==> src/hdl/xaui_mgmt_pkg.sv <==
package xaui_mgmt_pkg;

  // Four XAUI lanes, each carrying two bytes per mgt_clk cycle.
  localparam int NUM_LANES = 4;

  // A lane counts as synced after this many consecutive good cycles.
  localparam int SYNC_GOOD_CYCLES = 4;

  // Length of one stretched receive reset pulse, in cycles.
  localparam int STRETCH_CYCLES = 15;

  typedef enum logic {
    SEQ_LOOK    = 1'b0,
    SEQ_HOLDOFF = 1'b1
  } seq_state_e;

  // Bit positions in the eight-bit status vector.
  localparam int STAT_BUF_FAULT  = 0;
  localparam int STAT_CODE_FAULT = 1;
  // Lane sync flags occupy STAT_SYNC_LO up to STAT_SYNC_LO + NUM_LANES - 1.
  localparam int STAT_SYNC_LO    = 2;
  localparam int STAT_ALIGN      = 6;
  localparam int STAT_RX_RESET   = 7;

endpackage

==> src/hdl/xaui_mgmt_ifs.sv <==
// Lane health as seen by the sync monitor.
interface lane_status_if import xaui_mgmt_pkg::*; ();

  logic [NUM_LANES-1:0] lane_sync;
  logic                 aligned;
  logic                 lanes_locked;
  logic                 sync_lost_event;

  modport mon (
    output lane_sync,
    output aligned,
    output lanes_locked,
    output sync_lost_event
  );

  modport seq (
    input lane_sync,
    input aligned,
    input lanes_locked,
    input sync_lost_event
  );

endinterface

// Receive fault state kept by the fault tracker.
interface rx_fault_if import xaui_mgmt_pkg::*; ();

  logic                 buf_fault;
  logic                 code_fault;
  logic                 buf_err_now;
  logic [NUM_LANES-1:0] err_lanes;

  modport trk (
    output buf_fault,
    output code_fault,
    output buf_err_now,
    output err_lanes
  );

  modport seq (
    input buf_fault,
    input code_fault,
    input buf_err_now,
    input err_lanes
  );

endinterface

==> src/hdl/lane_sync_monitor.sv <==
module lane_sync_monitor import xaui_mgmt_pkg::*; (
  input  logic                   mgt_clk,
  input  logic                   mgt_rx_reset_stretch,
  input  logic [NUM_LANES-1:0]   mgt_rxlock,
  input  logic [NUM_LANES-1:0]   mgt_syncok,
  input  logic [2*NUM_LANES-1:0] mgt_code_valid,
  input  logic [2*NUM_LANES-1:0] mgt_code_comma,
  output logic [NUM_LANES-1:0]   mgt_enable_align,
  output logic                   mgt_en_chan_sync,
  lane_status_if.mon             status
);

  localparam int CNT_W = $clog2(SYNC_GOOD_CYCLES);
  localparam logic [CNT_W-1:0] CNT_MAX = CNT_W'(SYNC_GOOD_CYCLES - 1);

  logic [NUM_LANES-1:0] lane_good;
  logic [NUM_LANES-1:0] low_comma;
  logic [NUM_LANES-1:0] sync_next;
  logic [CNT_W-1:0]     good_cnt [NUM_LANES];

  // A lane is good when locked, synced and both of its bytes decode.
  always_comb begin
    for (int i = 0; i < NUM_LANES; i++) begin
      lane_good[i] = mgt_rxlock[i] & mgt_syncok[i] & (&mgt_code_valid[2*i +: 2]);
      low_comma[i] = mgt_code_comma[2*i];
      sync_next[i] = lane_good[i] & (status.lane_sync[i] | (good_cnt[i] == CNT_MAX));
    end
  end

  always_ff @(posedge mgt_clk) begin
    if (mgt_rx_reset_stretch) begin
      for (int i = 0; i < NUM_LANES; i++) begin
        good_cnt[i] <= '0;
      end
      status.lane_sync       <= '0;
      status.aligned         <= 1'b0;
      status.lanes_locked    <= 1'b0;
      status.sync_lost_event <= 1'b0;
    end else begin
      for (int i = 0; i < NUM_LANES; i++) begin
        if (!lane_good[i]) begin
          good_cnt[i] <= '0;
        end else if (good_cnt[i] != CNT_MAX) begin
          good_cnt[i] <= good_cnt[i] + 1'b1;
        end
      end
      status.lane_sync <= sync_next;
      // Alignment is taken on a common comma and dropped together with any lane.
      status.aligned <= (&sync_next) &
                        (status.aligned | ((&status.lane_sync) & (&low_comma)));
      status.lanes_locked    <= &mgt_rxlock;
      status.sync_lost_event <= |(status.lane_sync & ~sync_next);
    end
  end

  assign mgt_enable_align = ~status.lane_sync;

  // Channel bonding runs once every lane has sync but deskew is not yet done.
  assign mgt_en_chan_sync = (&status.lane_sync) & ~status.aligned;

  a_aligned_needs_sync: assert property (
    @(posedge mgt_clk) disable iff (mgt_rx_reset_stretch)
    status.aligned |-> (&status.lane_sync)
  );

endmodule

==> src/hdl/rx_fault_tracker.sv <==
module rx_fault_tracker import xaui_mgmt_pkg::*; (
  input  logic                   mgt_clk,
  input  logic                   mgt_rx_reset_stretch,
  input  logic                   xaui_reset,
  input  logic [NUM_LANES-1:0]   mgt_rxbufferr,
  input  logic [2*NUM_LANES-1:0] mgt_code_valid,
  input  logic [NUM_LANES-1:0]   mgt_rxlock,
  output logic [7:0]             error_count,
  rx_fault_if.trk                faults
);

  localparam logic [7:0] ERR_MAX = 8'hff;

  logic                 all_locked;
  logic [NUM_LANES-1:0] code_err;
  logic                 any_err;

  assign all_locked = &mgt_rxlock;

  // Code errors only count while every receiver is locked.
  always_comb begin
    for (int i = 0; i < NUM_LANES; i++) begin
      code_err[i] = all_locked & ~(&mgt_code_valid[2*i +: 2]);
    end
  end

  assign any_err            = (|mgt_rxbufferr) | (|code_err);
  assign faults.buf_err_now = |mgt_rxbufferr;

  always_ff @(posedge mgt_clk) begin
    if (mgt_rx_reset_stretch || xaui_reset) begin
      faults.buf_fault  <= 1'b0;
      faults.code_fault <= 1'b0;
      faults.err_lanes  <= '0;
      error_count       <= '0;
    end else begin
      if (|mgt_rxbufferr) begin
        faults.buf_fault <= 1'b1;
      end
      if (|code_err) begin
        faults.code_fault <= 1'b1;
      end
      faults.err_lanes <= faults.err_lanes | mgt_rxbufferr | code_err;
      if (any_err && error_count != ERR_MAX) begin
        error_count <= error_count + 8'd1;
      end
    end
  end

  a_count_monotonic: assert property (
    @(posedge mgt_clk) disable iff (mgt_rx_reset_stretch)
    (!$past(xaui_reset) && !$past(mgt_rx_reset_stretch)) |->
      (error_count >= $past(error_count))
  );

endmodule

==> src/hdl/rx_reset_sequencer.sv <==
module rx_reset_sequencer import xaui_mgmt_pkg::*; #(
  parameter int HOLDOFF_BITS = 24
) (
  input  logic                 mgt_clk,
  input  logic                 mgt_rx_reset_stretch,
  input  logic                 xaui_reset,
  lane_status_if.seq           status,
  rx_fault_if.seq              faults,
  output logic [NUM_LANES-1:0] mgt_rx_reset,
  output logic [7:0]           xaui_status
);

  localparam int STRETCH_W = $clog2(STRETCH_CYCLES + 1);

  seq_state_e              state;
  logic [HOLDOFF_BITS-1:0] holdoff_cnt;
  logic [STRETCH_W-1:0]    stretch_cnt;
  logic                    healthy;
  logic                    pulse_on;
  logic                    fire;
  logic [7:0]              status_d;

  assign healthy = status.aligned & (&status.lane_sync) & status.lanes_locked &
                   ~status.sync_lost_event & ~faults.buf_err_now;

  assign pulse_on = (stretch_cnt != '0);

  // A new reset is only launched from SEQ_LOOK, and never on top of a running pulse.
  assign fire = (state == SEQ_LOOK) & ~healthy & ~pulse_on & ~xaui_reset;

  always_ff @(posedge mgt_clk) begin
    if (mgt_rx_reset_stretch || xaui_reset) begin
      state       <= SEQ_LOOK;
      holdoff_cnt <= '0;
    end else begin
      case (state)
        SEQ_LOOK: begin
          if (fire) begin
            holdoff_cnt <= '1;
            state       <= SEQ_HOLDOFF;
          end
        end
        SEQ_HOLDOFF: begin
          if (holdoff_cnt != '0) begin
            holdoff_cnt <= holdoff_cnt - 1'b1;
          end else begin
            state <= SEQ_LOOK;
          end
        end
        default: state <= SEQ_LOOK;
      endcase
    end
  end

  // The stretcher keeps running through xaui_reset.
  always_ff @(posedge mgt_clk) begin
    if (mgt_rx_reset_stretch) begin
      stretch_cnt <= '0;
    end else if (fire) begin
      stretch_cnt <= STRETCH_W'(STRETCH_CYCLES);
    end else if (pulse_on) begin
      stretch_cnt <= stretch_cnt - 1'b1;
    end
  end

  assign mgt_rx_reset = {NUM_LANES{pulse_on}};

  always_comb begin
    status_d                              = '0;
    status_d[STAT_BUF_FAULT]              = faults.buf_fault;
    status_d[STAT_CODE_FAULT]             = faults.code_fault;
    status_d[STAT_SYNC_LO +: NUM_LANES]   = status.lane_sync;
    status_d[STAT_ALIGN]                  = status.aligned;
    status_d[STAT_RX_RESET]               = pulse_on;
  end

  always_ff @(posedge mgt_clk) begin
    if (mgt_rx_reset_stretch) begin
      xaui_status <= '0;
    end else begin
      xaui_status <= status_d;
    end
  end

  a_reset_from_look: assert property (
    @(posedge mgt_clk) disable iff (mgt_rx_reset_stretch)
    $rose(pulse_on) |-> ($past(state) == SEQ_LOOK)
  );

  a_pulse_length: assert property (
    @(posedge mgt_clk) disable iff (mgt_rx_reset_stretch)
    $rose(pulse_on) |-> ##STRETCH_CYCLES !pulse_on
  );

  // A sticky buffer fault in the tracker always has a lane to blame.
  a_fault_has_lane: assert property (
    @(posedge mgt_clk) disable iff (mgt_rx_reset_stretch)
    faults.buf_fault |-> (|faults.err_lanes)
  );

endmodule

==> src/hdl/xaui_phy_mgmt.sv <==
module xaui_phy_mgmt import xaui_mgmt_pkg::*; #(
  parameter int HOLDOFF_BITS = 24
) (
  input  logic                   mgt_clk,
  input  logic                   mgt_rx_reset_stretch,
  input  logic [NUM_LANES-1:0]   mgt_rxlock,
  input  logic [NUM_LANES-1:0]   mgt_syncok,
  input  logic [2*NUM_LANES-1:0] mgt_code_valid,
  input  logic [2*NUM_LANES-1:0] mgt_code_comma,
  input  logic [NUM_LANES-1:0]   mgt_rxbufferr,
  input  logic                   xaui_reset,
  output logic [NUM_LANES-1:0]   mgt_enable_align,
  output logic                   mgt_en_chan_sync,
  output logic [NUM_LANES-1:0]   mgt_rx_reset,
  output logic [7:0]             xaui_status,
  output logic [7:0]             error_count
);

  lane_status_if lane_status ();
  rx_fault_if    rx_faults ();

  lane_sync_monitor u_lane_sync_monitor (
    .mgt_clk              (mgt_clk),
    .mgt_rx_reset_stretch (mgt_rx_reset_stretch),
    .mgt_rxlock           (mgt_rxlock),
    .mgt_syncok           (mgt_syncok),
    .mgt_code_valid       (mgt_code_valid),
    .mgt_code_comma       (mgt_code_comma),
    .mgt_enable_align     (mgt_enable_align),
    .mgt_en_chan_sync     (mgt_en_chan_sync),
    .status               (lane_status.mon)
  );

  rx_fault_tracker u_rx_fault_tracker (
    .mgt_clk              (mgt_clk),
    .mgt_rx_reset_stretch (mgt_rx_reset_stretch),
    .xaui_reset           (xaui_reset),
    .mgt_rxbufferr        (mgt_rxbufferr),
    .mgt_code_valid       (mgt_code_valid),
    .mgt_rxlock           (mgt_rxlock),
    .error_count          (error_count),
    .faults               (rx_faults.trk)
  );

  rx_reset_sequencer #(
    .HOLDOFF_BITS (HOLDOFF_BITS)
  ) u_rx_reset_sequencer (
    .mgt_clk              (mgt_clk),
    .mgt_rx_reset_stretch (mgt_rx_reset_stretch),
    .xaui_reset           (xaui_reset),
    .status               (lane_status.seq),
    .faults               (rx_faults.seq),
    .mgt_rx_reset         (mgt_rx_reset),
    .xaui_status          (xaui_status)
  );

endmodule

==> config.mk <==
export PLATFORM = sky130hd
export DESIGN_NAME = xaui_phy_mgmt
export DESIGN_NICKNAME = d
export VERILOG_FILES = /design/src/hdl/xaui_mgmt_pkg.sv /design/src/hdl/xaui_mgmt_ifs.sv /design/src/hdl/lane_sync_monitor.sv /design/src/hdl/rx_fault_tracker.sv /design/src/hdl/rx_reset_sequencer.sv /design/src/hdl/xaui_phy_mgmt.sv
export SDC_FILE = /design/constraint.sdc
export NUM_CORES = 1
export LEC_CHECK = 0
export BUFFER_PORTS_ARGS = -buffer_cell sky130_fd_sc_hd__buf_2
export CAP_MARGIN = 20
export CORE_ASPECT_RATIO = 0.75
export CORE_MARGIN = 5
export CORE_UTILIZATION = 35
export CTS_CLUSTER_DIAMETER = 30
export CTS_CLUSTER_SIZE = 8
export DETAILED_ROUTE_END_ITERATION = 6
export PLACE_DENSITY = 0.56
export SETUP_SLACK_MARGIN = 0.4
export SLEW_MARGIN = 40
export SYNTH_ARGS = -nofsm -noshare
export SYNTH_HDL_FRONTEND = slang
export SYNTH_HIERARCHICAL = 1
export SYNTH_SLANG_ARGS = --single-unit
==> constraint.sdc <==
create_clock -name mgt_clk -period 2.3 [get_ports mgt_clk]
set_input_delay 0.345 -clock mgt_clk [delete_from_list [all_inputs] [get_ports mgt_clk]]
set_output_delay 0.345 -clock mgt_clk [all_outputs]
set_load 0.05 [all_outputs]
==> results.py, run 1 <==
metrics = {
    "setup_path": {
        "required_ns": 2.53,
        "arrival_ns": 2.46,
        "cp-end-kind": "register",
        "reg2reg_to": "u_rx_reset_sequencer/holdoff_cnt[15]",
        "reg2reg_depth": 9,
        "crit_end": "u_rx_reset_sequencer/holdoff_cnt[15]",
        "cp_slowest_cell": "or4b_4",
        "crit_fanout": 12,
        "cp_top_family": "simple AND/OR/NAND/NOR gates",
        "path_depth": 9,
        "r2r_start": "u_rx_reset_sequencer/holdoff_cnt[0]",
        "critical_path_class": "reg2reg",
        "crit_path_max_incr_delay_ns": 0.47,
        "crit_path_start_kind": "register",
        "startpoint": "u_rx_reset_sequencer/holdoff_cnt[0]",
        "r2r_setup_slack_ns": 0.07,
        "timing.critical_path.buf_inv": 3,
        "crit_chain": "inv_2 > ha_1 > or4b_4 > or4_4 > buf_6 > o21ai_4 > buf_12 > nor2_1 > a211oi_1",
    },
    "sta": {
        "period_share": 0.9695,
        "relSlewSlack": 0.5744,
        "finalSetupViolCount": 0,
        "tightestPinTransition_ns": 0.6362,
        "fmax_ghz": 0.4485,
        "slew_viol_final": 0,
        "rsz0062_at_grt": "true",
        "fin_crit_ns": 2.230,
        "final.setup_skew_ns": 0.005875,
        "tns_ns": 0,
        "finalHoldViolations": 0,
    },
    "floorplanning": {
        "core_um2": 9009,
        "design.die.area_um2": 11220,
        "num_io_pins": 56,
        "start_util": 0.3568,
        "num_rows": 30,
        "die_w_um": 120.7,
        "fp.dieH_um": 93.00,
    },
    "global_route": {
        "grt_pass1_vias": 2812,
        "grt-ovfl-total": 0,
        "grt_max_degree": 28,
        "grt_pass1_wl_um": 14270,
        "grt_antenna_before_repair": 0,
        "grtUsageTotal": 0.1582,
    },
    "yosys": {
        "yosys_warnings": 6,
        "avgSynthCellArea_um2": 9.184,
        "synth_nets": 390,
        "syn_inst": 350,
        "synthesis.area_um2": 3214,
    },
    "finish": {
        "finalInstanceArea_um2": 4313,
        "syn_to_final_growth_pct": 34.18,
        "layout_common_cells": "49 x dfxtp_1, 48 x buf_2, 43 x nor2_1, 41 x buf_4",
        "nets": 482,
        "final_common_cell": "dfxtp_1",
        "drive_above_1_share": 0.3669,
        "diodes": 0,
    },
    "clocking": {
        "numCtsBuffers": 9,
        "cts.sinks": 62,
        "ctsLongestPathBuffers": 2,
        "hold_buffers": 0,
        "htreeDepth": 3,
        "clkLatencyLatePin_ns": 0.32,
        "cts_tree": "yes",
        "root_buffer": "clkbuf_16",
        "path_clk_slew_ns": 0.05,
    },
    "pwr": {
        "p_total_mw": 5.181,
        "power_density_nw_per_um2": 1201,
        "ir_drop_mv": 0.4423,
        "power_leakage_nw": 1.845,
    },
    "detailed_routing": {
        "route.vias.total": 2947,
        "drc": 0,
        "drtPass1Iterations": 4,
        "via_per_inst": 5.272,
        "ant_nets": 0,
        "drt-total-wl_um": 8310,
        "drtIter0Drc": 166,
        "detail_route.wl_per_cell_um": 14.87,
    },
    "placement": {
        "dpl_cell_area_um2": 3782,
        "gp_congestion": 0.7854,
        "portBuffers": 51,
        "hpwl_um": 5845,
    },
    "job": {
        "drv_cap": 0,
    },
    "status": {
        "run_status": "finished clean",
    },
    "worst_hold_path": {
        "min_path_type": "in2reg",
    },
}
-- metal layers --
| metal | wire [um] | track usage |
|---|---|---|
| met4 | 92 | 0.04811 |
| met5 | 0 | 0 |
| met2 | 3490 | 0.2190 |
| met3 | 349 | 0.04293 |
| met1 | 4377 | 0.2367 |
-- cell type report --
cell class                 instances  area, um2
clock buffer                      11      242.7
clock inverter                     5      48.80
inverter                          18      71.32
fill                             849       4696
sequential                        62       1328
timing repair buffer             100      695.7
tap                              112      140.1
multi-input combinational        251       1787
-- how the worst min path moves through the flow --
stage	slack, ns	start	to	depth (start not counted)
after detailed placement	0.45	u_rx_fault_tracker/faults.code_fault	u_rx_fault_tracker/faults.code_fault	2
final	0.30	mgt_rxlock[2]	u_lane_sync_monitor/status.lanes_locked	3
after global routing	0.32	mgt_rxlock[1]	u_lane_sync_monitor/status.lane_sync[1]	3
after global placement	0.43	u_rx_fault_tracker/faults.code_fault	u_rx_fault_tracker/faults.code_fault	2
after CTS	0.30	mgt_rxlock[2]	u_lane_sync_monitor/status.lanes_locked	3
after floorplan	0.42	mgt_rx_reset_stretch	u_rx_reset_sequencer/xaui_status[0]	1
-- report_power, final --
part           switching, mW  internal, mW  total (mW)
Clock                  0.462         0.858        1.32
Combinational           1.38          1.15        2.53
Sequential             0.108          1.23        1.34
-- worst register-to-register path: stages, from the launching register on --
cell	delay, ns
dfxtp_2	0.32
inv_2	0.05
ha_1	0.14
or4b_4	0.47
or4_4	0.45
buf_6	0.14
o21ai_4	0.17
buf_12	0.16
nor2_1	0.05
a211oi_1	0.20
-- repair_timing --
item                       in CTS  in global routing
setup buffers                   7                  2
pin swaps                       2                  0
setup endpoints to repair      29                 29
hold endpoints to repair        0                  0
gates cloned                    3                  0
gates resized for setup        35                  6
-- stage by stage --
stage / setup WS (ns) / util / cells / hold slack [ns]
global placement: 0.03451 / 0.4199 / 531 / 0.4321
global route: -0.03717 / 0.4788 / 559 / 0.3198
CTS: 0.07038 / 0.4740 / 557 / 0.2963
detailed placement: 0.05877 / 0.4199 / 531 / 0.4500
floorplan: 0.09126 / - / 350 / 0.4166
finish: 0.07015 / 0.4788 / 559 / 0.3044
-- sequential cells by signal, summed over array words and instances (netlist names) --
name / cells
u_rx_reset_sequencer/xaui_status: 8
u_lane_sync_monitor/status.aligned: 1
u_lane_sync_monitor/status.lane_sync: 4
u_rx_reset_sequencer/stretch_cnt: 4
u_rx_reset_sequencer/holdoff_cnt: 24
u_rx_fault_tracker/faults.code_fault: 1
u_lane_sync_monitor/status.sync_lost_event: 1
u_rx_fault_tracker/faults.buf_fault: 1
u_lane_sync_monitor/status.lanes_locked: 1
u_rx_reset_sequencer/state: 1
u_rx_fault_tracker/error_count: 8
u_lane_sync_monitor/good_cnt: 8
Note: power is estimated with default switching activity, not from simulation.
==> run 2, diff against run 1 <==
CORE_UTILIZATION = 30   (was 35)
PLACE_DENSITY = 0.48   (was 0.56)
clock period = 2.55 ns   (was 2.3 ns; I/O delays follow)
==> run 2 against run 1 <==
Effect of this change:
- sequential power down 9.7%
- die area increased by 15%
- critical endpoint is now u_rx_reset_sequencer/holdoff_cnt[2]
- via count decreased by 3.8%
- clock skew rose by 0.0047 ns
- power fell by 15%
- combinational power fell by 26%
- first-iteration DRC count is 7.2% lower
- critical path depth fell by 3
- wire length is 3.8% lower
- largest power group unchanged
- clock-buffer cell count down 1
- fmax is 0.35% higher
==> results.py, run 2 (synthesized netlist as in run 1, its figures left out) <==
metrics = {
    "job": {
        "drv_cap": 0,
    },
    "pwr": {
        "power_leakage_nw": 1.705,
        "p_total_mw": 4.427,
        "power_density_nw_per_um2": 1069,
        "ir_drop_mv": 0.7311,
    },
    "clocking": {
        "path_clk_slew_ns": 0.06,
        "numCtsBuffers": 9,
        "hold_buffers": 0,
        "clkLatencyLatePin_ns": 0.33,
        "htreeDepth": 3,
        "ctsLongestPathBuffers": 2,
        "root_buffer": "clkbuf_16",
        "cts.sinks": 62,
        "cts_tree": "yes",
    },
    "finish": {
        "diodes": 0,
        "syn_to_final_growth_pct": 28.84,
        "largest-register": "u_rx_reset_sequencer/holdoff_cnt",
        "drive_above_1_share": 0.3262,
        "fin_util": 0.3994,
        "largest_register_ffs": 24,
        "final_common_cell": "dfxtp_1",
        "multi_input_area_um2": 1780,
        "nets": 458,
        "final-seq-area_um2": 1328,
        "layout_common_cells": "51 x dfxtp_1, 48 x buf_2, 43 x nor2_1, 25 x buf_4, 16 x a21oi_1",
        "nFillCells": 1037,
    },
    "sta": {
        "rsz0062_at_grt": "true",
        "fin_crit_ns": 2.222,
        "period_share": 0.8714,
        "relSlewSlack": 0.5929,
        "slew_viol_final": 0,
        "fmax_ghz": 0.4500,
        "tightestPinTransition_ns": 0.6086,
        "final.setup_skew_ns": 0.01055,
        "finalSetupViolCount": 0,
        "finalHoldViolations": 0,
        "tns_ns": 0,
    },
    "floorplanning": {
        "num_rows": 32,
        "die_w_um": 129.5,
        "num_io_pins": 56,
        "fp.dieH_um": 99.64,
        "core_um2": 10370,
        "start_util": 0.3100,
        "design.die.area_um2": 12910,
    },
    "detailed_routing": {
        "via_per_inst": 5.073,
        "drc": 0,
        "detail_route.wl_per_cell_um": 14.30,
        "ant_nets": 0,
        "drt-total-wl_um": 7994,
        "drtPass1Iterations": 4,
        "route.vias.total": 2836,
        "drtIter0Drc": 154,
    },
    "setup_path": {
        "arrival_ns": 2.46,
        "cp-end-kind": "register",
        "cp_top_family": "simple AND/OR/NAND/NOR gates",
        "cp_slowest_cell": "or4_4",
        "critical_path_class": "reg2reg",
        "r2r_setup_slack_ns": 0.33,
        "crit_path_max_incr_delay_ns": 0.60,
        "required_ns": 2.78,
        "crit_path_start_kind": "register",
        "crit_fanout": 6,
        "crit_chain": "or3_2 > or4_4 > o21a_4 > buf_6 > o2bb2ai_2 > a311oi_1",
        "timing.critical_path.buf_inv": 1,
    },
    "global_route": {
        "grt-ovfl-total": 0,
        "grtUsageTotal": 0.1260,
        "grt_antenna_before_repair": 0,
        "grt_pass1_vias": 2724,
        "grt_max_degree": 28,
        "grt_pass1_wl_um": 12970,
    },
    "status": {
        "run_status": "finished clean",
    },
    "placement": {
        "portBuffers": 51,
        "hpwl_um": 5559,
        "gp_congestion": 0.7669,
    },
    "worst_hold_path": {
        "min_path_type": "in2reg",
    },
}
run 2: where the power goes:
| part | leakage [nW] | internal, mW | switching [mW] | total [mW] |
|---|---|---|---|---|
| clock | 0.155 | 0.886 | 0.454 | 1.34 |
| combinational | 1.01 | 0.759 | 1.12 | 1.88 |
| sequential | 0.539 | 1.10 | 0.108 | 1.21 |
run 2: timing repair:
item                       in CTS  in global routing
pin swaps                       4                  5
gates resized for setup         8                 22
gates cloned                    0                  1
hold endpoints to repair        0                  0
setup endpoints to repair      20                 28
setup buffers                   5                  0
run 2: through the flow:
stage / instance area, um2 / instances / hold slack (ns) / setup WS [ns]
6_report: 4141 / 559 / 0.3538 / 0.3279
5_1_grt: 4141 / 559 / 0.3516 / 0.2664
4_1_cts: 4061 / 558 / 0.3408 / 0.3090
3_5_place_dp: 3665 / 537 / 0.4327 / 0.2451
3_3_place_gp: 3665 / 537 / 0.4286 / 0.2690
2_1_floorplan: 3236 / 350 / 0.4209 / 0.3409
run 2: final cells by class:
type	instances	area share
well taps	136	0.04109
clock inverters	6	0.02236
flip-flops and latches	62	0.3205
clock buffers	10	0.05770
multi-input cells	251	0.4299
inverters	18	0.01692
repair buffers	76	0.1115
run 2: path summary, 6_finish.rpt:
path	start	end	depth (start not counted)
worst max-delay path	u_rx_reset_sequencer/holdoff_cnt[20]	u_rx_reset_sequencer/holdoff_cnt[2]	6
worst min-delay path	mgt_rxlock[2]	u_lane_sync_monitor/status.lanes_locked	3
worst max register to register	u_rx_reset_sequencer/holdoff_cnt[20]	u_rx_reset_sequencer/holdoff_cnt[2]	6
worst min register to register	u_rx_fault_tracker/faults.code_fault	u_rx_fault_tracker/faults.code_fault	2
run 2: worst reg2reg max path, cell delays in order, from the launching register on:
cell       delay, ns
dfxtp_1         0.33
or3_2           0.53
or4_4           0.60
o21a_4          0.24
buf_6           0.14
o2bb2ai_2       0.11
a311oi_1        0.19
run 2: layer usage:
metal | track usage | vias up | part of all wire
met5 | 0 | - | 0
met4 | 0.03195 | 0 | 0.0031
met3 | 0.04831 | 2 | 0.049
met2 | 0.1768 | 74 | 0.43
met1 | 0.1807 | 1330 | 0.52
li1 | - | 1430 | -
